$ cat config.mk
export PLATFORM = sky130hd
export DESIGN_NAME = bus_return
export DESIGN_NICKNAME = d
export VERILOG_FILES = /design/src/verilog/vic_mem_pkg.sv /design/src/verilog/bus_return.sv
export SDC_FILE = /design/constraint.sdc
export NUM_CORES = 1
export LEC_CHECK = 0
export CORE_UTILIZATION = 31
export CTS_CLUSTER_SIZE = 10
export DETAILED_ROUTE_END_ITERATION = 8
export DONT_BUFFER_PORTS = 1
export SYNTH_ARGS = -nofsm -noshare
export SYNTH_HDL_FRONTEND = slang
export SYNTH_SLANG_ARGS = --single-unit
export TNS_END_PERCENT = 1
$ cat constraint.sdc
create_clock -name clk_sys -period 1.5 [get_ports clk_sys]
set_input_delay 0.3 -clock clk_sys [delete_from_list [all_inputs] [get_ports clk_sys]]
set_output_delay 0.3 -clock clk_sys [all_outputs]
set_load 0.005 [all_outputs]
$ cat src/verilog/vic_mem_pkg.sv
package vic_mem_pkg;

	//////////////////////////////////////////////////////////////////////
	// Memory map

	localparam int NUM_BANKS = 8;

	typedef logic [15:0]                  addr_t;
	typedef logic [7:0]                   byte_t;
	typedef logic [24:0]                  dl_addr_t;
	typedef logic [7:0]                   dl_index_t;
	typedef logic [$clog2(NUM_BANKS)-1:0] bank_idx_t;
	typedef logic [12:0]                  bank_offset_t;
	typedef logic [NUM_BANKS-1:0]         bank_mask_t;

	// Loader phases
	typedef enum logic [2:0] {
		IDLE,
		PRG_DATA,
		CART_DATA,
		FIXUP_WRITE,
		FIXUP_GAP
	} loader_state_e;

	localparam addr_t PRG_LIMIT  = 16'hA000;
	localparam addr_t CART_LIMIT = 16'hC000;

	// Download file index, as set by the file selector
	localparam dl_index_t DL_INDEX_PRG      = 8'd1;
	localparam dl_index_t DL_INDEX_CART_HDR = 8'd2;
	localparam dl_index_t DL_INDEX_CART_RAW = 8'd3;

	localparam bank_mask_t BASE_BANK_MASK = 8'b0000_0001;
	localparam bank_idx_t  EXTRAM3_BANK   = 3'd5;
	// Character ROM area, never taken by a cartridge
	localparam bank_idx_t  NO_CART_BANK   = 3'd4;
	localparam byte_t      OPEN_BUS       = 8'hFF;

	//////////////////////////////////////////////////////////////////////
	// BASIC pointers patched after a program load
	// Even entries take the low byte of the end address, odd the high byte

	localparam int FIXUP_COUNT = 8;

	localparam addr_t FIXUP_ADDR [FIXUP_COUNT] = '{
		16'h002D, 16'h002E,
		16'h002F, 16'h0030,
		16'h0031, 16'h0032,
		16'h00AE, 16'h00AF
	};

endpackage

$ cat src/verilog/bus_return.sv
`timescale 1ns/10ps

module bus_return import vic_mem_pkg::*; (
	input  logic                  clk_sys,
	input  logic                  reset,
	input  logic                  accept_i,
	input  bank_idx_t             accept_idx_i,
	input  byte_t [NUM_BANKS-1:0] bank_rdata_i,
	output byte_t                 wb_dat_o,
	output logic                  wb_ack_o
);

	// Bank that owns the access in flight
	bank_idx_t ack_idx;

	//////////////////////////////////////////////////////////////////////
	// Acknowledge

	always_ff @(posedge clk_sys) begin
		if (reset) begin
			wb_ack_o <= 1'b0;
		end else begin
			wb_ack_o <= accept_i;
		end
	end

	always_ff @(posedge clk_sys) begin
		if (accept_i) begin
			ack_idx <= accept_idx_i;
		end
	end

	//////////////////////////////////////////////////////////////////////
	// Read data

	// Bank read register is loaded on the accepting edge
	assign wb_dat_o = wb_ack_o ? bank_rdata_i[ack_idx] : '0;

	a_ack_single: assert property (@(posedge clk_sys) disable iff (reset)
		wb_ack_o |=> !wb_ack_o);

endmodule

---- Yosys cells after proc, flatten, opt, wreduce, memory -nomap -nowiden ----
Index checks and enable logic that the tools add are counted.
storage, ports and cells
  register bits after elaboration ......... 4
  input bits .............................. 70
  output and inout bits ................... 9
  logic and storage cells ................. 6
cells by class
  order comparisons ....................... 1
  mux-type cells .......................... 3
operators by type and width
  cell                                                        count
  binary-select mux 8 bit (select 3 bit)                      1
  two-way mux 8 bit                                           2
  less-than comparator 3 x 4 -> 1 bit, second input constant  1

---- Depth between registers and ports, before layout ----
  depth in word-level cells ............... 3
  mapped depth ............................ 5
  depth with buffers taken out ............ 3

---- Worst setup path after synthesis ----
Ideal clock, no wire load.
  path kind ............................... flip-flop to output port
  start point ............................. reg ack_idx[1]
  end point ............................... out wb_dat_o[5]
  arrival time ............................ 1,259 ps
  required time ........................... 1,200 ps
  setup slack ............................. -59 ps
  stages on the path, launching flop included .. 6
  path buffers ............................ 2
  cell sequence ........................... edfxtp_1 buf_6 buf_12 mux4_2 mux2i_1 nor2_1
between the ends
  cells in the longest elaborated chain, start to end .. 3
RTL lines
  what                                     RTL line          source
  start, declared                          bus_return.sv:14  bank_idx_t ack_idx;
  start signal, assigned                   bus_return.sv:29  ack_idx <= accept_idx_i;
  binary-select mux 8 bit (select 3 bit)   bus_return.sv:37  assign wb_dat_o = wb_ack_o ? bank_rdata_i[ack_idx] : '0;
  two-way mux 8 bit (implied by the code)  bus_return.sv:37
  two-way mux 8 bit                        bus_return.sv:37
  end, declared                            bus_return.sv:9   output byte_t wb_dat_o,
No other way between the ends. The select of a mux whose other input is x is not followed.

---- Worst setup path after layout ----
  start point ............................. reg ack_idx[1]
  end point ............................... out wb_dat_o[7]
The elaborated chain is that of the path after synthesis.

==> reports/summary.txt <==
outcome: finished, violations left
failing checks: negative setup slack
total die area: 0.00235 mm2
register area share after synthesis: 0.164
hold path endpoint: wb_ack_o$_SDFF_PP0_
Routed Antenna Nets: 0
PortBufs: 0
fillers: 205
Pwr Density: 659 mW/mm2
Layout Nets: 119
Mean Syn Cell Area: 15.6 um2
CP max FO: 14
global-route wire length before repair: 2210 um
die span in y: 48.5 um
Final Power: 476 uW
area delta synth->final: 8.04%
leakage: 0.271 nW
multi-input combinational cell area: 492 um2
metal2 WL: 768 um
dpl hpwl: 1280 um
vias: 457
Syn Std Cell Area: 669 um2
clock slew at reported path FFs: 0.04 ns
number of max-cap violations: 0
Non-Filler Instances: 75
I/O pin total: 79
antenna diode count: 0
Final Cycle Share: 1.25
Hold Violations, Final: 0
Initial Util: 0.334
Placed Cells: 70
Mapped Nets: 113
DRC: 0
largest net degree at the start of global routing: 15
RSZ-0062 raised after global routing: true
final core utilization: 0.361
Initial DRC Count: 4
H-tree levels: 1
CP Class: reg -> out
largest area contributor in the netlist: mux4_1
Max Fclk: 535 MHz
Min-Delay Path Depth: 1
Synth top area share: 0.314
Root Buffer: clkbuf_4
startpoint types: flip-flop
met3 wire len: 231 um
crit path DAT: 1.57 ns
Routed WL: 1580 um
setup slack after layout: -0.371 ns
Overflow after GRT: 0
share of post-route cells with drive strength above 1: 0.438
Hold Crit Class: in -> reg
Period minus WS final: 1.87 ns
WL met1: 575 um
Longest Clk Path Bufs: 2
max-slew violation count: 0
Least-Margin Pin Slew: 0.269 ns
vias per std cell: 6.09
core area: 0.00200 mm2
TritonCTS clock tree: done
WP data required: 1.20 ns
commonest cells after routing, fill and taps aside: mux4_2, mux2i_1, nor2_1
Top Metal Used: met3
routed len/inst: 21.0 um
Worst Setup End Kind: output pin
Storage cell area: 110 um2
drt pass-1 iters: 2
Syn Inst Count: 43
Synth area leaders: mux4_1, mux4_2, edfxtp_1, mux2i_1, nor2_1
Slew Limit Headroom: 0.820
gpl congestion: 0.611
antenna violations before repair: 0
Synth Warn #: 0
Worst VDD drop: 0.390 mV
min-delay src: reset
Total GRT Usage: 0.125
Site Rows: 16
Synth cell types: 12
Final setup viols: 8
vias in the first global route: 451
CTS sink cnt: 4
Yosys reg bits: 4
most common cell after layout, fill and taps aside: mux4_2
total CTS buffers: 3
chip width: 48.5 um
## state kept, by name, summed over array words and instances (netlist names)
signal and cells:
ack_idx 3, wb_ack_o 1
## kinds of logic after synthesis
family	after synthesis	share of synthesized area
buffers and inverters	6	0.0785
flip-flops	4	0.164
AND/OR/NAND/NOR	9	0.0542
multiplexers	24	0.703
## power breakdown
part | internal (mW) | total [mW] | switching (mW)
sequential | 0.129 | 0.136 | 0.00684
combinational | 0.126 | 0.195 | 0.0684
clock | 0.100 | 0.146 | 0.0462
total | 0.355 | 0.476 | 0.121
## metrics by stage
stage	hold WS, ns	worst slack (ns)	setup TNS, ns	cell area (um2)
floorplan	0.372	-0.0588	-0.368	669
global placement	0.373	-0.110	-0.664	704
detailed placement	0.374	-0.154	-0.853	704
CTS	0.125	-0.389	-2.80	727
global route	0.133	-0.418	-3.16	723
finish	0.133	-0.371	-2.56	723
## cell usage after synthesis
cell type  instances
mux2i_1            8
mux4_1             8
mux4_2             8
nor2_1             8
edfxtp_1           3
buf_2              2
buf_12             1
buf_4              1
buf_6              1
dfxtp_1            1
inv_1              1
nor2b_1            1
## timing repair
action / 4_1_cts / 5_1_grt
setup endpoints to repair: 8 / 8
gates cloned: 0 / 0
hold buffers: 0 / 0
buffers inserted: 1 / 0
pin swaps: 0 / 1
resized for setup: 3 / 1
## routing by layer
metal / up-vias / GRT usage
met5: - / 0
met4: 0 / 0.0686
met3: 0 / 0.0472
li1: 196 / -
met2: 47 / 0.195
met1: 214 / 0.148
## area by class of cell
cell class                 instances  area share
tap                               27      0.0467
timing repair buffer               6      0.0796
multi-input combinational         33       0.680
inverter                           1     0.00519
sequential                         4       0.152
clock buffer                       4      0.0363
## worst max path at each step
stage          cells past startpoint                  from           to  slack [ns]
3_3_place_gp                       4  ack_idx[1]$_DFFE_PP_  wb_dat_o[7]       -0.11
5_1_grt                            4  ack_idx[1]$_DFFE_PP_  wb_dat_o[2]       -0.42
2_1_floorplan                      5  ack_idx[1]$_DFFE_PP_  wb_dat_o[5]       -0.06
6_report                           4  ack_idx[1]$_DFFE_PP_  wb_dat_o[7]       -0.37
3_5_place_dp                       4  ack_idx[1]$_DFFE_PP_  wb_dat_o[2]       -0.15
4_1_cts                            4  ack_idx[1]$_DFFE_PP_  wb_dat_o[7]       -0.39
## worst max-delay path, stage by stage, from the launching register on
cell	delay (ns)
edfxtp_1	0.39
buf_12	0.18
mux4_1	0.55
mux2i_1	0.14
nor2_1	0.07
No activity file was read; power rests on OpenSTA's default activity.
