### config.mk
export PLATFORM = sky130hd
export DESIGN_NAME = prg_loader
export DESIGN_NICKNAME = d
export VERILOG_FILES = /design/src/verilog/vic_mem_pkg.sv /design/src/verilog/prg_loader.sv
export SDC_FILE = /design/constraint.sdc
export NUM_CORES = 1
export LEC_CHECK = 0
export BUFFER_PORTS_ARGS = -buffer_cell sky130_fd_sc_hd__buf_2
export CORE_UTILIZATION = 40
export CTS_BUF_LIST = sky130_fd_sc_hd__clkbuf_8
export DETAILED_ROUTE_END_ITERATION = 6
export PLACE_DENSITY = 0.63
export SYNTH_ARGS = -nofsm -noshare
export SYNTH_HDL_FRONTEND = slang
export SYNTH_SLANG_ARGS = --single-unit
export TNS_END_PERCENT = 50
### constraint.sdc
create_clock -name clk_sys -period 5.3 [get_ports clk_sys]
set_input_delay 1.06 -clock clk_sys [delete_from_list [all_inputs] [get_ports clk_sys]]
set_output_delay 1.06 -clock clk_sys [all_outputs]
set_load 0.01 [all_outputs]
### src/verilog/vic_mem_pkg.sv
package vic_mem_pkg;

	//////////////////////////////////////////////////////////////////////
	// Memory map

	localparam int NUM_BANKS = 8;

	typedef logic [15:0]                  addr_t;
	typedef logic [7:0]                   byte_t;
	typedef logic [24:0]                  dl_addr_t;
	typedef logic [7:0]                   dl_index_t;
	typedef logic [$clog2(NUM_BANKS)-1:0] bank_idx_t;
	typedef logic [12:0]                  bank_offset_t;
	typedef logic [NUM_BANKS-1:0]         bank_mask_t;

	// Loader phases
	typedef enum logic [2:0] {
		IDLE,
		PRG_DATA,
		CART_DATA,
		FIXUP_WRITE,
		FIXUP_GAP
	} loader_state_e;

	localparam addr_t PRG_LIMIT  = 16'hA000;
	localparam addr_t CART_LIMIT = 16'hC000;

	// Download file index, as set by the file selector
	localparam dl_index_t DL_INDEX_PRG      = 8'd1;
	localparam dl_index_t DL_INDEX_CART_HDR = 8'd2;
	localparam dl_index_t DL_INDEX_CART_RAW = 8'd3;

	localparam bank_mask_t BASE_BANK_MASK = 8'b0000_0001;
	localparam bank_idx_t  EXTRAM3_BANK   = 3'd5;
	// Character ROM area, never taken by a cartridge
	localparam bank_idx_t  NO_CART_BANK   = 3'd4;
	localparam byte_t      OPEN_BUS       = 8'hFF;

	//////////////////////////////////////////////////////////////////////
	// BASIC pointers patched after a program load
	// Even entries take the low byte of the end address, odd the high byte

	localparam int FIXUP_COUNT = 8;

	localparam addr_t FIXUP_ADDR [FIXUP_COUNT] = '{
		16'h002D, 16'h002E,
		16'h002F, 16'h0030,
		16'h0031, 16'h0032,
		16'h00AE, 16'h00AF
	};

endpackage

### src/verilog/prg_loader.sv
`timescale 1ns/10ps

module prg_loader import vic_mem_pkg::*; (
	input  logic       clk_sys,
	input  logic       reset,
	input  logic       dl_active_i,
	input  dl_index_t  dl_index_i,
	input  logic       dl_wr_i,
	input  dl_addr_t   dl_addr_i,
	input  byte_t      dl_data_i,
	input  byte_t      dl_ext_i,
	output logic       ld_wr_o,
	output addr_t      ld_addr_o,
	output byte_t      ld_data_o,
	output bank_mask_t cart_mask_o
);

	loader_state_e state;
	logic          active_q;
	logic [$clog2(FIXUP_COUNT)-1:0] fix_idx;

	// Running load address, also the end address for the fixup
	addr_t     run_addr;
	bank_idx_t run_bank;
	addr_t     raw_base;

	logic dl_start;
	logic in_prg;
	logic in_cart;
	logic has_header;
	logic byte_strobe;
	logic hdr_lo;
	logic hdr_hi;
	logic prg_byte;
	logic cart_byte;
	logic fix_write;
	logic raw_start;

	//////////////////////////////////////////////////////////////////////
	// Stream decode

	assign dl_start = dl_active_i & ~active_q;
	assign in_prg   = (state == PRG_DATA);
	assign in_cart  = (state == CART_DATA);
	assign run_bank = run_addr[15:13];

	// Raw cartridges carry no header
	assign has_header = in_prg | (in_cart & (dl_index_i == DL_INDEX_CART_HDR));

	assign byte_strobe = (in_prg | in_cart) & dl_active_i & dl_wr_i;
	assign hdr_lo      = byte_strobe & has_header & (dl_addr_i == '0);
	assign hdr_hi      = byte_strobe & has_header & (dl_addr_i == dl_addr_t'(1));

	assign prg_byte  = byte_strobe & in_prg & ~hdr_lo & ~hdr_hi & (run_addr < PRG_LIMIT);
	assign cart_byte = byte_strobe & in_cart & ~hdr_lo & ~hdr_hi & (run_addr < CART_LIMIT);
	assign fix_write = (state == FIXUP_WRITE);
	assign raw_start = dl_start & (state == IDLE) & (dl_index_i == DL_INDEX_CART_RAW);

	// Start address from the last extension character, 4 KB steps
	always_comb begin
		raw_base = CART_LIMIT;
		if (dl_ext_i >= "2" && dl_ext_i <= "9") begin
			raw_base = {dl_ext_i[3:0], 12'h000};
		end else if (dl_ext_i >= "A" && dl_ext_i <= "B") begin
			raw_base = {dl_ext_i[3:0] + 4'd9, 12'h000};
		end
	end

	//////////////////////////////////////////////////////////////////////
	// Control FSM

	always_ff @(posedge clk_sys) begin
		if (reset) begin
			state       <= IDLE;
			active_q    <= 1'b0;
			fix_idx     <= '0;
			ld_wr_o     <= 1'b0;
			cart_mask_o <= '0;
		end else begin
			active_q <= dl_active_i;
			ld_wr_o  <= prg_byte | cart_byte | fix_write;

			if (cart_byte && run_bank != NO_CART_BANK) begin
				cart_mask_o[run_bank] <= 1'b1;
			end

			case (state)
				IDLE: begin
					if (dl_start) begin
						if (dl_index_i == DL_INDEX_PRG) begin
							state <= PRG_DATA;
						end else if (dl_index_i == DL_INDEX_CART_HDR ||
								dl_index_i == DL_INDEX_CART_RAW) begin
							state <= CART_DATA;
						end
					end
				end
				PRG_DATA: begin
					// End of file starts the pointer patch
					if (!dl_active_i) begin
						state   <= FIXUP_WRITE;
						fix_idx <= '0;
					end
				end
				CART_DATA: begin
					if (!dl_active_i) begin
						state <= IDLE;
					end
				end
				FIXUP_WRITE: begin
					state <= FIXUP_GAP;
				end
				FIXUP_GAP: begin
					if (fix_idx == ($clog2(FIXUP_COUNT))'(FIXUP_COUNT - 1)) begin
						state <= IDLE;
					end else begin
						fix_idx <= fix_idx + 1'b1;
						state   <= FIXUP_WRITE;
					end
				end
				default: state <= IDLE;
			endcase
		end
	end

	//////////////////////////////////////////////////////////////////////
	// Address and write data

	always_ff @(posedge clk_sys) begin
		if (raw_start) begin
			run_addr <= raw_base;
		end else if (hdr_lo) begin
			run_addr[7:0] <= dl_data_i;
		end else if (hdr_hi) begin
			run_addr[15:8] <= dl_data_i;
		end else if (prg_byte || cart_byte) begin
			run_addr <= run_addr + 1'b1;
		end

		if (prg_byte || cart_byte) begin
			ld_addr_o <= run_addr;
			ld_data_o <= dl_data_i;
		end else if (fix_write) begin
			ld_addr_o <= FIXUP_ADDR[fix_idx];
			ld_data_o <= fix_idx[0] ? run_addr[15:8] : run_addr[7:0];
		end
	end

	// Fixup writes are single pulses separated by a gap
	a_fixup_spacing: assert property (@(posedge clk_sys) disable iff (reset)
		(ld_wr_o && (state == FIXUP_WRITE || state == FIXUP_GAP)) |=> !ld_wr_o);

endmodule

-- Word level (Yosys, flattened, before mapping)
Memories as Yosys holds them, arrays and structs flattened.
Cells that the tools add are included.
- add/subtract/negate cells: 3
- order comparisons: 9
- eq/ne operators: 17
- mux-type cells: 26
- bitwise operators: 26
- reductions and logical operators: 16
- operator list (kind ; count):
    $mux W16 ; 8
    $mux W8 ; 7
    $lt A16 B16 Y1 const B ; 2
    $eq A25 B1 Y1 const B ; 1
    $logic_not A25 Y1 ; 1
    $mux W3 ; 6
    $and A1 B1 Y1 ; 17
    $add A16 B1 Y16 const B ; 1
    $eq A8 B2 Y1 const B ; 2
    $pmux W3 S5 ; 1
    $eq A8 B1 Y1 const B ; 1
    $ge A8 B6 Y1 const B ; 1
    $ge A8 B7 Y1 const B ; 1
    $le A8 B6 Y1 const B ; 1
    $le A8 B7 Y1 const B ; 1
    $ne A2 B2 Y1 const B ; 4
    $or A8 B8 Y8 ; 1
    $eq A3 B2 Y1 const B ; 2
    $eq A3 B3 Y1 const B ; 2
    $pmux W3 S2 ; 1
    $reduce_bool A3 Y1 ; 2
    $add A4 B4 Y4 const B ; 1
    $ge A4 B4 Y1 const B ; 1
    $logic_and A1 B1 Y1 ; 4
    20 further kinds ; 28
- bits in registers: 56
- memory bits (read-only): 128
- input port bits: 53
- word-level logic and storage cells: 107
- memories: 1
- memory list (name ; depth ; width ; read ports ; clocked after Yosys merged registers in ; wr ports ; RTL line ; RTL):
    (name not given) ; 8 ; 16 ; 1 ; 0 ; 0 ; prg_loader.sv:144 ; ld_addr_o <= FIXUP_ADDR[fix_idx];

-- Logic depth before layout (Yosys ltp)
- depth in word-level cells: 15
- depth in mapped cells: 8
- depth with buffers taken out: 7

-- Least setup slack after synthesis
No wires, ideal clock.
- path kind: input to register
- start point: input dl_index_i[3]
- end point: register ld_addr_o[0] (enable)
- setup time: 0.425 ns
- arrival time: 3.057 ns
- data required time: 4.875 ns
- setup slack: 1.818 ns
- stages on the path: 5
- path through: or4_4 o32a_1 or4b_4 nand2_2 nand2_1
- word-level cells in the longest chain between the ends: 11
- elaborated cells on any way between the ends: 16
- classes of those cells: eq/ne (1); bitwise (13); reduce/logical (2)
- ends and longest elaborated chain (item ; RTL line ; RTL):
    from (decl) ; prg_loader.sv:7 ; input dl_index_t dl_index_i,
    $eq A8 B2 Y1 (*) ; prg_loader.sv:48 ; assign has_header = in_prg | (in_cart & (dl_index_i == DL_INDEX_CART_HDR));
    $and A1 B1 Y1 (*) ; prg_loader.sv:48 ;
    $or A1 B1 Y1 (*) ; prg_loader.sv:48 ;
    $and A1 B1 Y1 (*) ; prg_loader.sv:51, prg_loader.sv:52 ;
    $and A1 B1 Y1 ; prg_loader.sv:51 ; assign hdr_lo = byte_strobe & has_header & (dl_addr_i == '0);
    $not A1 Y1 ; prg_loader.sv:54, prg_loader.sv:55 ;
    $and A1 B1 Y1 (on tied branches) (3 in a row) ; prg_loader.sv:54, prg_loader.sv:55 ;
    $logic_or A1 B1 Y1 (*) ; prg_loader.sv:140 ; if (prg_byte || cart_byte) begin
    $reduce_bool A2 Y1 (no source line) (*) ; - ;
    to (signal assigned) ; prg_loader.sv:141 ; ld_addr_o <= run_addr;
    to (signal assigned) ; prg_loader.sv:144 ;
    to (decl) ; prg_loader.sv:13 ; output addr_t ld_addr_o,
Every way passes the cells marked *; elsewhere a longest branch is shown, timed or not.
A chain may end at the register's enable or synchronous reset.

-- Final worst setup path
- start point: input dl_index_i[3]
- end point: register ld_data_o[3] (enable)
- word-level cells in the longest chain between the ends: 11
- elaborated cells on any way between the ends: 16
- classes of those cells: eq/ne (1); bitwise (13); reduce/logical (2)
- ends and longest elaborated chain (item ; RTL line ; RTL):
    $eq A8 B2 Y1 (*) ; prg_loader.sv:48 ;
    $and A1 B1 Y1 (*) ; prg_loader.sv:48 ;
    $or A1 B1 Y1 (*) ; prg_loader.sv:48 ;
    $and A1 B1 Y1 (*) ; prg_loader.sv:51, prg_loader.sv:52 ;
    $and A1 B1 Y1 ; prg_loader.sv:51 ;
    $not A1 Y1 ; prg_loader.sv:54, prg_loader.sv:55 ;
    $and A1 B1 Y1 (on tied branches) (3 in a row) ; prg_loader.sv:54, prg_loader.sv:55 ;
    $logic_or A1 B1 Y1 (*) ; prg_loader.sv:140 ;
    $reduce_bool A2 Y1 (no source line) (*) ; - ;
    to (signal assigned) ; prg_loader.sv:142 ; ld_data_o <= dl_data_i;
    to (signal assigned) ; prg_loader.sv:145 ; ld_data_o <= fix_idx[0] ? run_addr[15:8] : run_addr[7:0];
    to (decl) ; prg_loader.sv:14 ; output byte_t ld_data_o,
Marked as above.

==> impl_results.md <==
- Outcome: complete, no violations
- Worst Path Arrival: 3540 ps
- Number of enable flip-flop cells after synthesis: 40
- Setup skew after layout: 4.941 ps
- Port-buffer cells: 85
- Post-detailed-route count of antenna-violating nets: 0
- Cells after Synth: 322
- Global placement routability congestion: 0.8308
- Post-placement setup slack: 1248 ps
- Max Cap Violations: 0
- Total of flip-flops plus latches after synthesis: 56
- Pin count of the biggest net entering global routing: 25
- Setup repair after global routing missed its margin: false
- Buffer count from post-CTS setup fixing: 0
- First-pass GRT wire length: 11,970 um
- Worst-case clock buffer depth: 2
- FP Rows: 32
- Area of the core: 7807 um^2
- Wire length after detailed routing: 7396 um
- Worst Path Class, Setup: input port to flip-flop
- Hold Path End: cart_mask_o[4]
- Detailed placement HPWL: 5773 um
- Fraction of the cycle the final worst path needs: 69.69%
- Number of gates resized after cts: 0
- Starting DRC count in detailed routing: 152
- HP Start: cart_mask_o[4]
- Final count of negative-setup-slack endpoints: 0
- Total met2 wirelength after detailed routing: 3491 um
- Starting density of the core: 41.65%
- Global route total overflow: 0
- DR DRC count: 0
- Post-DR vias/cell: 5.296
- Mean instance size in the synthesized netlist: 10.10 um^2
- Element type at the critical path start: input port
- Cell-by-cell listing of the critical path: buf_2, or4_4, o32a_1, or4b_4, nand2_2, nand2_1
- Setup slack of the most critical reg-to-reg path: 2280 ps
- Length in cells of the worst reg-to-reg path: 5
- PD cells: 228.9 nW/um^2
- Number of levels in the clock H-tree: 2
- Wire length on met1: 3251 um
- Proportion of synthesized chip area in sequential cells: 46.79%
- Number of buffers created by CTS: 5
- Number of sinks on the clock net: 56
- Topmost layer with routed signal wires: met4
- Count of boundary I/O pins: 86
- Min setup slack post-route: 1606 ps
- Crit path max-delay cell type: sky130_fd_sc_hd__or4b_4
- Maximum net fanout on the critical path: 24
- Post-DR wirelength/cell: 14.79 um
- Startpoint of the lowest-slack register-to-register path: state[1]
- Number of detailed-routing iterations run before antenna repair: 5
- Hold buffer count at cts: 0
- NumNets Final: 459
- Synthesized netlist net count: 384
- Tot GR Track Use: 18.03%
- Largest voltage drop on the vdd net: 109.3 uV
- Relative slew slack: 37.05%
- Clock-pin slew on the worst setup and hold paths: 90 ps
- Proportion of layout cells with a drive suffix above 1: 27.64%
- Tightest Pin Transition: 942.0 ps
- Critical Path End Type: flip-flop
- Initial antenna violation count: 0
- Final Hold Viols: 0
- Setup tns final: 0 ps
- Leakage: 1.591 nW
- Die extent in x: 92.17 um
- Upper clock frequency limit: 0.2707 GHz
- Worst skew pair latency: 310 ps
- Area growth from synthesis to layout: 16.89%
- Floorplan die height: 92.17 um
- Maximum cell stage delay along the critical path: 670 ps
- Clock tree from TritonCTS: yes
- FF-to-FF End: ld_data_o[3]
- Proportion of synthesized flip-flops having asynchronous set or reset: 0%
- Prevailing post-synth register cell: sky130_fd_sc_hd__edfxtp_1
- Share of the core filled with cells: 48.69%
- Via count of the first global-routing pass: 2,391
- Die outline area: 8494 um^2
- Number of different library cells in the post-synthesis netlist: 53
- Cell area after synthesis: 3252 um^2
- CTS root buf: sky130_fd_sc_hd__clkbuf_8
- Class of the most critical hold timing path: flip-flop to flip-flop
- Antenna diode count: 0
- Yosys warning count: 0
- Amount of wire on met3 after detailed routing: 530 um
- Required arrival time at the worst endpoint: 5140 ps
- Via total after detailed routing: 2,648
- Fin. max-slew vios: 0
- Worst hold margin: 470.3 ps
- Hold path depth: 1
- Tmin final: 3694 ps
## through the flow
stage	total power (W)	instance area (um^2)	std cells
2_1_floorplan	0.0006111	3252	322
3_3_place_gp	0.0006601	3721	492
5_1_grt	0.0009083	3801	500
4_1_cts	0.0008761	3801	500
6_report	0.0008699	3801	500
3_5_place_dp	0.0006634	3721	492
## synthesized netlist by cell type (all sizes together), types with 4 or more instances
cell	n	share of area (%)
and3	6	1.2
xor2	8	2.2
nor2	31	3.6
o21ai	18	3.8
a21oi	9	1.6
xnor2	7	1.9
mux2i	24	7.4
a31oi	4	0.77
nand3	20	3.1
nand4	5	0.96
nor3b	4	0.92
nand2	14	1.7
buf	8	1.7
nor2b	4	0.77
clkbuf	10	1.2
nor4	14	2.7
dfxtp	16	9.9
o32ai	6	1.6
nor3	8	1.2
ha	9	3.5
inv	22	2.5
edfxtp	40	37
## state kept, by name, indices dropped and copies added, names as in the netlist
register     flops
ld_data_o        8
ld_wr_o          1
fix_idx          3
cart_mask_o      8
state            3
active_q         1
ld_addr_o       16
run_addr        16
## layout by cell type, fill, tap and decap left out, types with 2 or more instances in the layout
cell type                  count
sky130_fd_sc_hd__a211oi_1      3
sky130_fd_sc_hd__a21o_1        3
sky130_fd_sc_hd__a21oi_1       7
sky130_fd_sc_hd__a21oi_2       2
sky130_fd_sc_hd__a31oi_1       4
sky130_fd_sc_hd__and2_1        2
sky130_fd_sc_hd__and3_1        6
sky130_fd_sc_hd__and4_1        2
sky130_fd_sc_hd__buf_2        85
sky130_fd_sc_hd__clkbuf_8      5
sky130_fd_sc_hd__dfxtp_1      16
sky130_fd_sc_hd__edfxtp_1     40
sky130_fd_sc_hd__ha_1          9
sky130_fd_sc_hd__inv_1        24
sky130_fd_sc_hd__mux2_2        2
sky130_fd_sc_hd__mux2i_1      24
sky130_fd_sc_hd__nand2_1      13
sky130_fd_sc_hd__nand2b_1      3
sky130_fd_sc_hd__nand3_1      20
sky130_fd_sc_hd__nand4_1       5
sky130_fd_sc_hd__nor2_1       31
sky130_fd_sc_hd__nor2b_1       4
sky130_fd_sc_hd__nor3_1        8
sky130_fd_sc_hd__nor3b_1       4
sky130_fd_sc_hd__nor4_1       14
sky130_fd_sc_hd__o21a_1        2
sky130_fd_sc_hd__o21ai_0       8
sky130_fd_sc_hd__o21ai_2       9
sky130_fd_sc_hd__o32ai_1       6
sky130_fd_sc_hd__or4_1         2
sky130_fd_sc_hd__xnor2_1       7
sky130_fd_sc_hd__xor2_1        8
## kinds of logic (layout without fill, tap and decap cells)
group / count (synthesis) / count (layout) / synth area share (%)
muxes: 26 / 26 / 8.080
buffers and inverters: 40 / 116 / 5.348
AOI/OAI and AO/OA: 50 / 50 / 11.04
xor gates and xnor gates: 15 / 15 / 4.040
DFF: 56 / 56 / 46.79
and+or+nand+nor: 125 / 125 / 20.93
adders and majority gates: 10 / 10 / 3.771
## worst max-delay path: cells and delay by family
| kind | cells | cell delay, ps |
|---|---|---|
| AND/OR/NAND/NOR | 4 | 1980 |
| buffers and inverters | 1 | 100 |
| AO/OA/AOI/OAI | 1 | 390 |
## worst max-delay path by stage
stage,from,end,depth (start not counted),slack [ps]
after detailed placement,dl_index_i[3],ld_data_o[0],6,1250
after global routing,dl_index_i[3],ld_data_o[3],6,1400
after CTS,dl_index_i[3],ld_data_o[0],6,1580
after global placement,dl_index_i[3],ld_addr_o[11],6,1320
after floorplan,dl_index_i[3],ld_addr_o[0],5,1820
final,dl_index_i[3],ld_data_o[3],6,1610
## routing by layer
layer  vias to the layer above  track usage (%)
li1                       1327                -
met1                      1224            25.28
met2                        87            28.17
met3                        10            3.317
met4                         0            5.599
met5                         -                0
## power breakdown
group          internal (W)  leakage [nW]  switching, W
clock             0.0000885        0.0482      0.000128
combinational     0.0000601          1.05     0.0000764
sequential         0.000492         0.493     0.0000249
## cell type report
cell class | count | area, um^2
multi-input cells | 226 | 1556
clock inverters | 3 | 11.26
repair buffers | 86 | 432.9
flip-flops and latches | 56 | 1521
fillers | 757 | 4006
clock buffers | 5 | 68.82
well taps | 102 | 127.6
inverters | 22 | 82.58
Power figures use the tool's default switching activity.
