[src/verilog/vic_mem_pkg.sv]
package vic_mem_pkg;

	//////////////////////////////////////////////////////////////////////
	// Memory map

	localparam int NUM_BANKS = 8;

	typedef logic [15:0]                  addr_t;
	typedef logic [7:0]                   byte_t;
	typedef logic [24:0]                  dl_addr_t;
	typedef logic [7:0]                   dl_index_t;
	typedef logic [$clog2(NUM_BANKS)-1:0] bank_idx_t;
	typedef logic [12:0]                  bank_offset_t;
	typedef logic [NUM_BANKS-1:0]         bank_mask_t;

	// Loader phases
	typedef enum logic [2:0] {
		IDLE,
		PRG_DATA,
		CART_DATA,
		FIXUP_WRITE,
		FIXUP_GAP
	} loader_state_e;

	localparam addr_t PRG_LIMIT  = 16'hA000;
	localparam addr_t CART_LIMIT = 16'hC000;

	// Download file index, as set by the file selector
	localparam dl_index_t DL_INDEX_PRG      = 8'd1;
	localparam dl_index_t DL_INDEX_CART_HDR = 8'd2;
	localparam dl_index_t DL_INDEX_CART_RAW = 8'd3;

	localparam bank_mask_t BASE_BANK_MASK = 8'b0000_0001;
	localparam bank_idx_t  EXTRAM3_BANK   = 3'd5;
	// Character ROM area, never taken by a cartridge
	localparam bank_idx_t  NO_CART_BANK   = 3'd4;
	localparam byte_t      OPEN_BUS       = 8'hFF;

	//////////////////////////////////////////////////////////////////////
	// BASIC pointers patched after a program load
	// Even entries take the low byte of the end address, odd the high byte

	localparam int FIXUP_COUNT = 8;

	localparam addr_t FIXUP_ADDR [FIXUP_COUNT] = '{
		16'h002D, 16'h002E,
		16'h002F, 16'h0030,
		16'h0031, 16'h0032,
		16'h00AE, 16'h00AF
	};

endpackage

[src/verilog/mem_arbiter.sv]
`timescale 1ns/10ps

module mem_arbiter import vic_mem_pkg::*; (
	input  logic         clk_sys,
	input  logic         reset,
	input  logic         wb_cyc_i,
	input  logic         wb_stb_i,
	input  logic         wb_we_i,
	input  addr_t        wb_adr_i,
	input  byte_t        wb_dat_i,
	input  logic         wb_ack_i,
	input  logic         ld_wr_i,
	input  addr_t        ld_addr_i,
	input  byte_t        ld_data_i,
	input  bank_mask_t   cart_mask_i,
	input  logic [1:0]   extram2_sel_i,
	input  logic         extram3_i,
	input  logic         cart_writable_i,
	output bank_mask_t   bank_ld_wr_o,
	output bank_mask_t   bank_bus_en_o,
	output logic         bus_we_o,
	output bank_offset_t offset_o,
	output byte_t        wdata_o,
	output bank_mask_t   present_o,
	output bank_mask_t   read_only_o,
	output bank_idx_t    accept_idx_o,
	output logic         accept_o
);

	bank_mask_t exp_mask;
	bank_mask_t exp_mask_q;
	logic       writable_q;
	logic       ack_q;
	bank_idx_t  ld_bank;

	//////////////////////////////////////////////////////////////////////
	// Expansion map

	always_comb begin
		exp_mask = BASE_BANK_MASK;
		case (extram2_sel_i)
			2'd1: exp_mask[1]   = 1'b1;
			2'd2: exp_mask[2:1] = 2'b11;
			2'd3: exp_mask[3:1] = 3'b111;
			default: ;
		endcase
		if (extram3_i) begin
			exp_mask[EXTRAM3_BANK] = 1'b1;
		end
	end

	always_ff @(posedge clk_sys) begin
		if (reset) begin
			exp_mask_q <= BASE_BANK_MASK;
			writable_q <= 1'b0;
			ack_q      <= 1'b0;
		end else begin
			exp_mask_q <= exp_mask;
			writable_q <= cart_writable_i;
			ack_q      <= wb_ack_i;
		end
	end

	// Cartridge banks follow the loader mask without delay
	assign present_o   = exp_mask_q | cart_mask_i;
	assign read_only_o = writable_q ? '0 : cart_mask_i;

	//////////////////////////////////////////////////////////////////////
	// Request selection with the loader first

	// Hold off one extra edge after ack so a late stb release is not served twice
	assign accept_o     = wb_cyc_i & wb_stb_i & ~ld_wr_i & ~wb_ack_i & ~ack_q;
	assign accept_idx_o = wb_adr_i[15:13];
	assign ld_bank      = ld_addr_i[15:13];

	assign bank_ld_wr_o  = ld_wr_i ? (bank_mask_t'(1) << ld_bank) : '0;
	assign bank_bus_en_o = accept_o ? (bank_mask_t'(1) << accept_idx_o) : '0;
	assign bus_we_o      = accept_o & wb_we_i;
	assign offset_o      = ld_wr_i ? ld_addr_i[12:0] : wb_adr_i[12:0];
	assign wdata_o       = ld_wr_i ? ld_data_i : wb_dat_i;

	// Every bank enable is answered by the ack in the next cycle
	a_bus_en_acked: assert property (@(posedge clk_sys) disable iff (reset)
		(bank_bus_en_o != '0) |=> wb_ack_i);

endmodule

[config.mk]
export PLATFORM = sky130hd
export DESIGN_NAME = mem_arbiter
export DESIGN_NICKNAME = d
export VERILOG_FILES = /design/src/verilog/vic_mem_pkg.sv /design/src/verilog/mem_arbiter.sv
export SDC_FILE = /design/constraint.sdc
export NUM_CORES = 1
export LEC_CHECK = 0
export ABC_AREA = 1
export BUFFER_PORTS_ARGS = -buffer_cell sky130_fd_sc_hd__buf_2
export CORE_ASPECT_RATIO = 0.5
export CORE_MARGIN = 2
export CORE_UTILIZATION = 30
export CTS_BUF_LIST = sky130_fd_sc_hd__clkbuf_4 sky130_fd_sc_hd__clkbuf_8
export DETAILED_ROUTE_END_ITERATION = 10
export GPL_TIMING_DRIVEN = 1
export PLACE_DENSITY = 0.83
export SLEW_MARGIN = 5
export SYNTH_ARGS = -nofsm -noshare
export SYNTH_HDL_FRONTEND = slang
export SYNTH_SLANG_ARGS = --single-unit
[constraint.sdc]
create_clock -name clk_sys -period 0.8 [get_ports clk_sys]
set_input_delay 0.04 -clock clk_sys [delete_from_list [all_inputs] [get_ports clk_sys]]
set_output_delay 0.04 -clock clk_sys [all_outputs]
set_load 0.005 [all_outputs]
Yosys cells after proc, flatten, opt, wreduce, memory -nomap -nowiden
Cells that the tools add are included.

word-level totals
  logic and storage cells = 29
  input bits = 67
  flip-flop bits (word level) = 10
  output and inout port bits = 58

cells by class
  reduce and logical (&&, ||, !) cells = 2
  mux-type cells = 9
  bitwise logic cells = 9
  shift-type cells = 2
  equality and inequality tests = 3

operators with widths
  kind                                                  count
  2-to-1 mux 8 bit                                      4
  left shift 1 x 3 -> 8 bit (first input constant)      2
  2-to-1 mux 13 bit                                     1
  OR 8 bit                                              1
  AND 1 bit                                             5
  equality test 2 bit (second input constant)           2
  2-to-1 mux 1 bit                                      4
  NOT 1 bit                                             3
  OR reduction 3 bit                                    1
  equality test 2 x 1 -> 1 bit (second input constant)  1
  OR reduction 2 bit                                    1

Logic depth before layout (Yosys ltp)
Gate-level depths: netlist of the first run.

  depth after elaboration = 5
  depth in mapped cells = 4
  gate-level depth less buffers = 4

Least setup slack after synthesis of the first run
Ideal clock, no wire load.

  kind = reg-to-output
  start point = register ack_q
  end point = output port bank_bus_en_o[0]
  path slack = 0.167 ns
  stages on the path, launching flop included = 4
  path buffers = 0
  arrival time = 0.593 ns
  required time = 0.760 ns
  cell sequence = dfxtp_1 > inv_1 > nand3_4 > nor2_1

on the way
  word-level cells in the longest chain between the ends = 3

RTL lines
  item                    line               text
  from (decl)             mem_arbiter.sv:33  logic ack_q;
  from (signal assigned)  mem_arbiter.sv:60  ack_q <= wb_ack_i;
  NOT 1 bit               mem_arbiter.sv:72  assign accept_o = wb_cyc_i & wb_stb_i & ~ld_wr_i & ~wb_ack_i & ~ack_q;
  AND 1 bit               mem_arbiter.sv:72
  2-to-1 mux 8 bit        mem_arbiter.sv:77  assign bank_bus_en_o = accept_o ? (bank_mask_t'(1) << accept_idx_o) : '0;
  to (decl)               mem_arbiter.sv:20  output bank_mask_t bank_bus_en_o,

Every way passes these cells.

Final worst setup path of the first run
  start point = register ack_q
  end point = output port bank_bus_en_o[3]

Same word-level chain as after synthesis.

==> results.yml, run 1 <==
run_status:
  status: "finished, violations left"
  violations: "setup timing"
floorplanning:
  die_y_um: 40.8
  start_util_pct: 31.5
  ios: 125
  row_count: 13
  die-area_um2: 3170
  die_width_um: 77.7
  core_area_um2: 2590
critical_path:
  start_kind: "register"
  end_kind: "output pin"
  required_ns: 0.76
  worstSetupPathType: "reg2out"
  crit_arrival_ns: 0.95
  crit_fanout: 5
clocking:
  clockBufferDepth: 2
  clkTransAtPathRegs_ns: 0.04
  clock_sinks: 6
  cts_buffers: 3
  ctsHtreeMaxLevel: 1
  cts_tree: "done"
  cts_root_buf: "clkbuf_8"
  cts_hold_buf: 0
synthesis:
  yosysTopAreaCellShare_pct: 20.7
  syn_nets: 226
  syn_inst: 159
  ys_ff_latch: 6
  syn_area_um2: 815
  syn_area_per_cell_um2: 5.12
  synthTopCellsByArea: "inv_1, dfxtp_1, nor2_1"
  yosys.area.top_type: "inv_1"
  ys_seq_area_share_pct: 14.7
  synth_warnings: 0
  synth_cell_type_count: 17
cells_and_area:
  finish.instance_area_um2: 1560
  area_delta_synth_final_pct: 92.0
  layout-drive-gt1-share_pct: 54.0
  nets: 345
  antennaDiodeCount: 0
  final_cells: 313
  final_util_pct: 60.5
sta:
  finalCritPeriodShare_pct: 123
  min_period_ns: 0.986
  fmax_mhz: 1010
  setup_viol: 22
  drv_slew: 0
  finalHoldViolations: 0
  worst_slack_ns: -0.186
  rsz0062_at_grt: "yes"
place:
  io_buffer_count: 123
  place_inst: 308
  hpwl_um: 2300
  placed_cell_area_um2: 1410
  finalWeightedCongestion: 0.778
grt:
  grt_antenna_before_repair: 0
  grt_max_degree: 31
  globalRouteOverflowTotal: 0
  grt_pass1_wl_um: 3880
  grt_usage_pct: 15.5
  grt_pass1_vias: 930
route:
  drt-vias-per-instance: 4.19
  antenna_left: 0
  drc: 0
  drt-initial-drc-count: 22
  dr.pass1.iters: 4
  route.detailed.wl_per_inst_um: 9.77
  drt_wl_total_um: 3060
  vias: 1312
power_and_ir_drop:
  ir_worst_vdd_mv: 1.15
  cellPowerDensity_nw_per_um2: 900
  p_leak_uw: 0.00104
worst_hold_path:
  hold_path_class: "in2reg"
run:
  maxCapViolCount: 0
-- cell usage in the layout, fill, tap and decap left out --
| cell type | n |
|---|---|
| buf_4 | 2 |
| buf_6 | 5 |
| nor2_2 | 8 |
| nand3_1 | 8 |
| inv_1 | 43 |
| buf_12 | 1 |
| dfxtp_4 | 1 |
| o21ai_2 | 1 |
| buf_2 | 117 |
| clkbuf_16 | 1 |
| nand2_1 | 27 |
| nor2_1 | 22 |
| conb_1 | 1 |
| nor3_1 | 1 |
| nand3_4 | 2 |
| nor2_4 | 1 |
| clkbuf_8 | 3 |
| a21oi_1 | 1 |
| inv_4 | 1 |
| dfxtp_2 | 1 |
| o21ai_1 | 5 |
| o21ai_0 | 15 |
| or2_4 | 4 |
| dfxtp_1 | 4 |
| inv_2 | 1 |
-- critical path, cell delays in order, from the launching register on --
cell,delay (ns)
dfxtp_2,0.32
inv_4,0.07
nand3_4,0.10
nor2_1,0.12
buf_2,0.13
-- Yosys cell counts --
cell type and n:
buf_6 2, dfxtp_1 6, or2_2 4, o21ai_1 3, conb_1 1, nand3_1 8, clkbuf_1 1, nor3_1 1
nor2_4 1, a21oi_1 1, nand3_4 1, clkbuf_2 1, o21ai_0 18, inv_1 45, nor2_1 30, buf_4 9
nand2_1 27
-- state kept, by name, indices dropped and copies added (netlist names) --
signal,flops
ack_q,1
writable_q,1
exp_mask_q,4
-- stage by stage --
step           setup TNS, ns  hold slack, ns  worst slack, ns  total power, µW
2_1_floorplan              0           0.109            0.167              588
3_3_place_gp               0           0.240           0.0530              877
3_5_place_dp               0           0.246           0.0233              893
4_1_cts                -1.93          0.0239           -0.167             1370
5_1_grt                -2.78          0.0406           -0.239             1520
6_report               -2.05          0.0240           -0.186             1410
-- kinds of logic (layout without fill, tap and decap cells) --
group	Yosys count	in the layout	synth area share, %
AOI/OAI and AO/OA	22	22	13.5
buffers and inverters	58	174	32.9
and+or+nand+nor	72	73	38.4
DFF	6	6	14.7
other	1	1	0.460
-- final cells by class --
type                       count  area [µm²]
multi-input combinational     96         478
fill                         240        1020
sequential                     6         125
clock buffer                   3        41.3
timing repair buffer         126         702
inverter                      45         171
tap                           37        46.3
-- path summary, 6_finish.rpt --
| check | start | end | depth (start not counted) |
|---|---|---|---|
| worst max-delay path | ack_q | bank_bus_en_o[3] | 4 |
| worst min-delay path | cart_writable_i | writable_q | 3 |
-- per-layer routing --
layer  global-route usage (%)  vias to the layer above  wire length, µm
li1                         -                      692                -
met1                     17.0                      579             1170
met2                     32.5                       37             1720
met3                     2.20                        4              135
met4                     6.25                        0               32
met5                        0                        -                0
-- what timing repair did --
action,CTS,global route
gates resized for setup,13,17
endpoints found under the setup margin,22,39
pin swaps,9,1
cloned,1,1
buffers inserted,0,0
-- where the power goes --
part           switching, µW  internal, µW  leakage (µW)
Sequential              13.0           317     0.0000508
Clock                    119           322     0.0000216
Combinational            293           343      0.000963
Total                    425           982       0.00104
Power figures use the tool's default switching activity.
==> run 2, diff against run 1 <==
CAP_MARGIN = 20   (was not set)
clock period = 0.94 ns   (was 0.8 ns; I/O delays follow)
==> results.yml, run 2 (synthesis gave the netlist of run 1 again) <==
critical_path:
  crit_chain: "inv_4 -> nand3_4 -> nor2_1 -> buf_2"
  slowest_delay_ns: 0.32
  required_ns: 0.89
  worstSetupPathType: "reg2out"
  crit_fanout: 5
  crit_arrival_ns: 0.96
  start_kind: "register"
  cp_slowest_cell: "dfxtp_2"
  end_kind: "output pin"
power_and_ir_drop:
  switching_power_uw: 343
  p_total_uw: 1150
  p_leak_uw: 0.00101
  p_comb_share_pct: 43.2
  cellPowerDensity_nw_per_um2: 771
  ir_worst_vdd_mv: 0.831
  swShare_pct: 29.8
  p_seq_share_pct: 24.4
  p_int_uw: 807
  pwr-share-clk_pct: 32.5
route:
  drt_wl_total_um: 2870
  vias: 1262
  dr.pass1.iters: 4
  drc: 0
  drt-vias-per-instance: 4.06
  drt-initial-drc-count: 29
  antenna_left: 0
  route.detailed.wl_per_inst_um: 9.22
sta:
  finalCritPeriodShare_pct: 107
  drv_slew: 0
  finalHoldViolations: 0
  min_period_ns: 1.00
  fmax_mhz: 996
  setup_viol: 9
  worst_slack_ns: -0.0643
  rsz0062_at_grt: "yes"
place:
  dpl_worst_slack_ns: 0.0981
  hpwl_um: 2330
  place_inst: 307
  finalWeightedCongestion: 0.767
  io_buffer_count: 123
  placed_cell_area_um2: 1400
cells_and_area:
  layout_commonest_cell: "buf_2"
  final_util_pct: 57.7
  area_delta_synth_final_pct: 83.3
  antennaDiodeCount: 0
  finish.instance_area_um2: 1490
  layout-drive-gt1-share_pct: 52.2
  final_cells: 311
  largest_reg_flops: 4
  reg_top3: "exp_mask_q x4, ack_q x1, writable_q x1"
  n_fill_cell: 253
  final_cell_mix: "buf_2, inv_1, nand2_1, nor2_1, o21ai_0"
  max_flop_register: "exp_mask_q"
  nets: 343
grt:
  grt_pass1_vias: 899
  grt_max_degree: 31
  globalRouteOverflowTotal: 0
  grt_usage_pct: 15.1
  grt_pass1_wl_um: 3710
  grt_antenna_before_repair: 0
clocking:
  cts_buffers: 3
  clockBufferDepth: 2
  ctsHtreeMaxLevel: 1
  cts_tree: "done"
  clock_sinks: 6
  cts_root_buf: "clkbuf_8"
  clkTransAtPathRegs_ns: 0.04
run_status:
  status: "finished, violations left"
  violations: "setup timing"
floorplanning:
  core_area_um2: 2590
  die_width_um: 77.7
  row_count: 13
  die-area_um2: 3170
  start_util_pct: 31.5
  ios: 125
  die_y_um: 40.8
run:
  maxCapViolCount: 0
worst_hold_path:
  hold_path_class: "in2reg"
-- run 2: cell types whose count changed in the layout (fill, tap and decap cells not counted), sizes merged --
| cell | before | now |
|---|---|---|
| buf | 125 | 123 |
-- run 2: timing repair --
action                     4_1_cts  5_1_grt
hold buffers                     0        0
resized for setup                4       13
gates cloned                     1        0
setup buffers                    0        0
pin swaps                        3        1
setup endpoints to repair       13       21
-- run 2: per-stage QoR --
step                      setup TNS [ns]  hold slack, ns
after global routing              -0.915          0.0436
after global placement                 0           0.246
final                             -0.339          0.0316
after detailed placement               0           0.255
after CTS                         -0.355          0.0317
after floorplan                        0           0.116
-- run 2: path summary, 6_finish.rpt --
kind / slack, ns / from / cells past startpoint / endpoint
max: -0.06 / ack_q / 4 / bank_bus_en_o[2]
min: 0.03 / cart_writable_i / 3 / writable_q
-- run 2: per-layer routing --
metal  vias to the layer above  wire, µm  global-route usage (%)
met5                         -         0                       0
met4                         0        19                    8.04
met3                         2       100                    1.54
met2                        27      1620                    31.3
met1                       543      1130                    16.6
li1                        690         -                       -
-- run 2: layout make-up --
| class | instances | area [µm²] | share of cell area, % |
|---|---|---|---|
| multi-input cells | 96 | 467 | 31.3 |
| flip-flops and latches | 6 | 123 | 8.21 |
| well taps | 37 | 46.3 | 3.10 |
| inverters | 45 | 171 | 11.5 |
| clock buffers | 3 | 41.3 | 2.77 |
| repair buffers | 124 | 644 | 43.2 |
-- run 2: power groups by stage --
stage	Combinational, µW	Sequential (µW)	Clock, µW
after floorplan	225	275	0
after global placement	465	280	0
after detailed placement	476	281	0
after CTS	490	278	382
after global routing	563	281	406
final	497	280	373
-- run 2: critical path, delay by kind of cell (launching register included) --
kind | cells | cell delay [ns]
buffers and inverters | 2 | 0.19
and+or+nand+nor | 2 | 0.23
DFF | 1 | 0.32
==> run 3, diff against run 2 <==
RECOVER_POWER = 50   (was not set)
REMOVE_ABC_BUFFERS = 1   (was not set)
==> results.yml, run 3 (synthesis gave the netlist of run 1 again) <==
clocking:
  clockBufferDepth: 2
  cts_buffers: 3
  cts_root_buf: "clkbuf_8"
  cts_hold_buf: 0
  cts_tree: "done"
  ctsHtreeMaxLevel: 1
  clkTransAtPathRegs_ns: 0.03
  post_cts_buffers: 0
  clock_sinks: 6
run_status:
  violations: "setup timing"
  status: "finished, violations left"
critical_path:
  required_ns: 0.89
  worstSetupPathType: "reg2out"
  start_kind: "register"
  crit_fanout: 5
  critical_path.startpoint: "ack_q"
  end_kind: "output pin"
  crit_arrival_ns: 0.93
cells_and_area:
  largest_reg_flops: 4
  layout_commonest_cell: "buf_2"
  nets: 344
  antennaDiodeCount: 0
  area_delta_synth_final_pct: 79.6
  max_flop_register: "exp_mask_q"
  final_cells: 312
  layout-drive-gt1-share_pct: 46.2
  final_cell_mix: "buf_2, inv_1, nand2_1, nor2_1, o21ai_0"
  reg_top3: "exp_mask_q x4, ack_q x1, writable_q x1"
place:
  io_buffer_count: 123
  dpl_worst_slack_ns: -0.00773
  hpwl_um: 2350
  place_inst: 308
  finalWeightedCongestion: 0.722
route:
  drt-vias-per-instance: 4.02
  drt-initial-drc-count: 27
  antenna_left: 0
  route.detailed.wl_per_inst_um: 8.86
  vias: 1255
  dr.pass1.iters: 4
  drt_wl_total_um: 2770
  drc: 0
sta:
  fmax_mhz: 1030
  tns_ns: -0.138
  setup_viol: 7
  finalHoldViolations: 0
  min_period_ns: 0.973
  drv_slew: 0
  finalCritPeriodShare_pct: 104
  rsz0062_at_grt: "yes"
  worst_slack_ns: -0.0330
floorplanning:
  ios: 125
  core_area_um2: 2590
  die_y_um: 40.8
  die-area_um2: 3170
  row_count: 13
  start_util_pct: 31.5
  die_width_um: 77.7
grt:
  grt_pass1_vias: 944
  globalRouteOverflowTotal: 0
  grt_pass1_wl_um: 3880
  grt_usage_pct: 15.3
  grt_max_degree: 21
  grt_antenna_before_repair: 0
worst_hold_path:
  hold_path_class: "in2reg"
  hold_start: "cart_writable_i"
power_and_ir_drop:
  p_leak_uw: 0.000973
  p_total_uw: 1140
  cellPowerDensity_nw_per_um2: 778
  ir_worst_vdd_mv: 0.747
run:
  maxCapViolCount: 0
==> run 3: area by class of cell <==
cell class                 count  area (µm²)
fill                         281        1120
sequential                     6         123
clock buffer                   3        41.3
tap                           37        46.3
inverter                      45         171
timing repair buffer         125         619
multi-input combinational     96         462
==> run 3: critical path, cell delays in order, from the launching register on <==
cell and delay, ns:
dfxtp_2 0.32, inv_4 0.07, nand3_4 0.09, nor2_1 0.11
buf_2 0.12
==> run 3: worst paths after layout <==
check,cells past startpoint,end,slack (ns)
worst min-delay path,3,writable_q,0.03
worst max-delay path,4,bank_bus_en_o[2],-0.03
==> run 3: what timing repair did <==
action                     CTS  global route
setup endpoints to repair   22            11
gates cloned                 1             0
pin swaps                    2             1
resized for setup           11             3
==> run 3: metrics by stage <==
stage          hold WS [ns]  cell area (µm²)  util [%]
4_1_cts              0.0293             1490      57.5
3_5_place_dp          0.258             1410      54.3
2_1_floorplan        0.0940              716         -
6_report             0.0315             1460      56.6
3_3_place_gp          0.246             1410      54.3
5_1_grt              0.0478             1460      56.6
==> run 3: power breakdown <==
group          switching, µW  internal, µW  leakage (µW)
Combinational            233           249      0.000901
Sequential              9.15           271     0.0000505
Clock                    101           274     0.0000216
Total                    344           794      0.000973
==> run 3: metal layers <==
metal / global-route usage, % / vias to the layer above / wire length, µm
li1: - / 687 / -
met1: 17.1 / 532 / 1100
met2: 33.4 / 36 / 1540
met3: 1.54 / 0 / 124
met4: 4.02 / 0 / 0
met5: 0 / - / 0
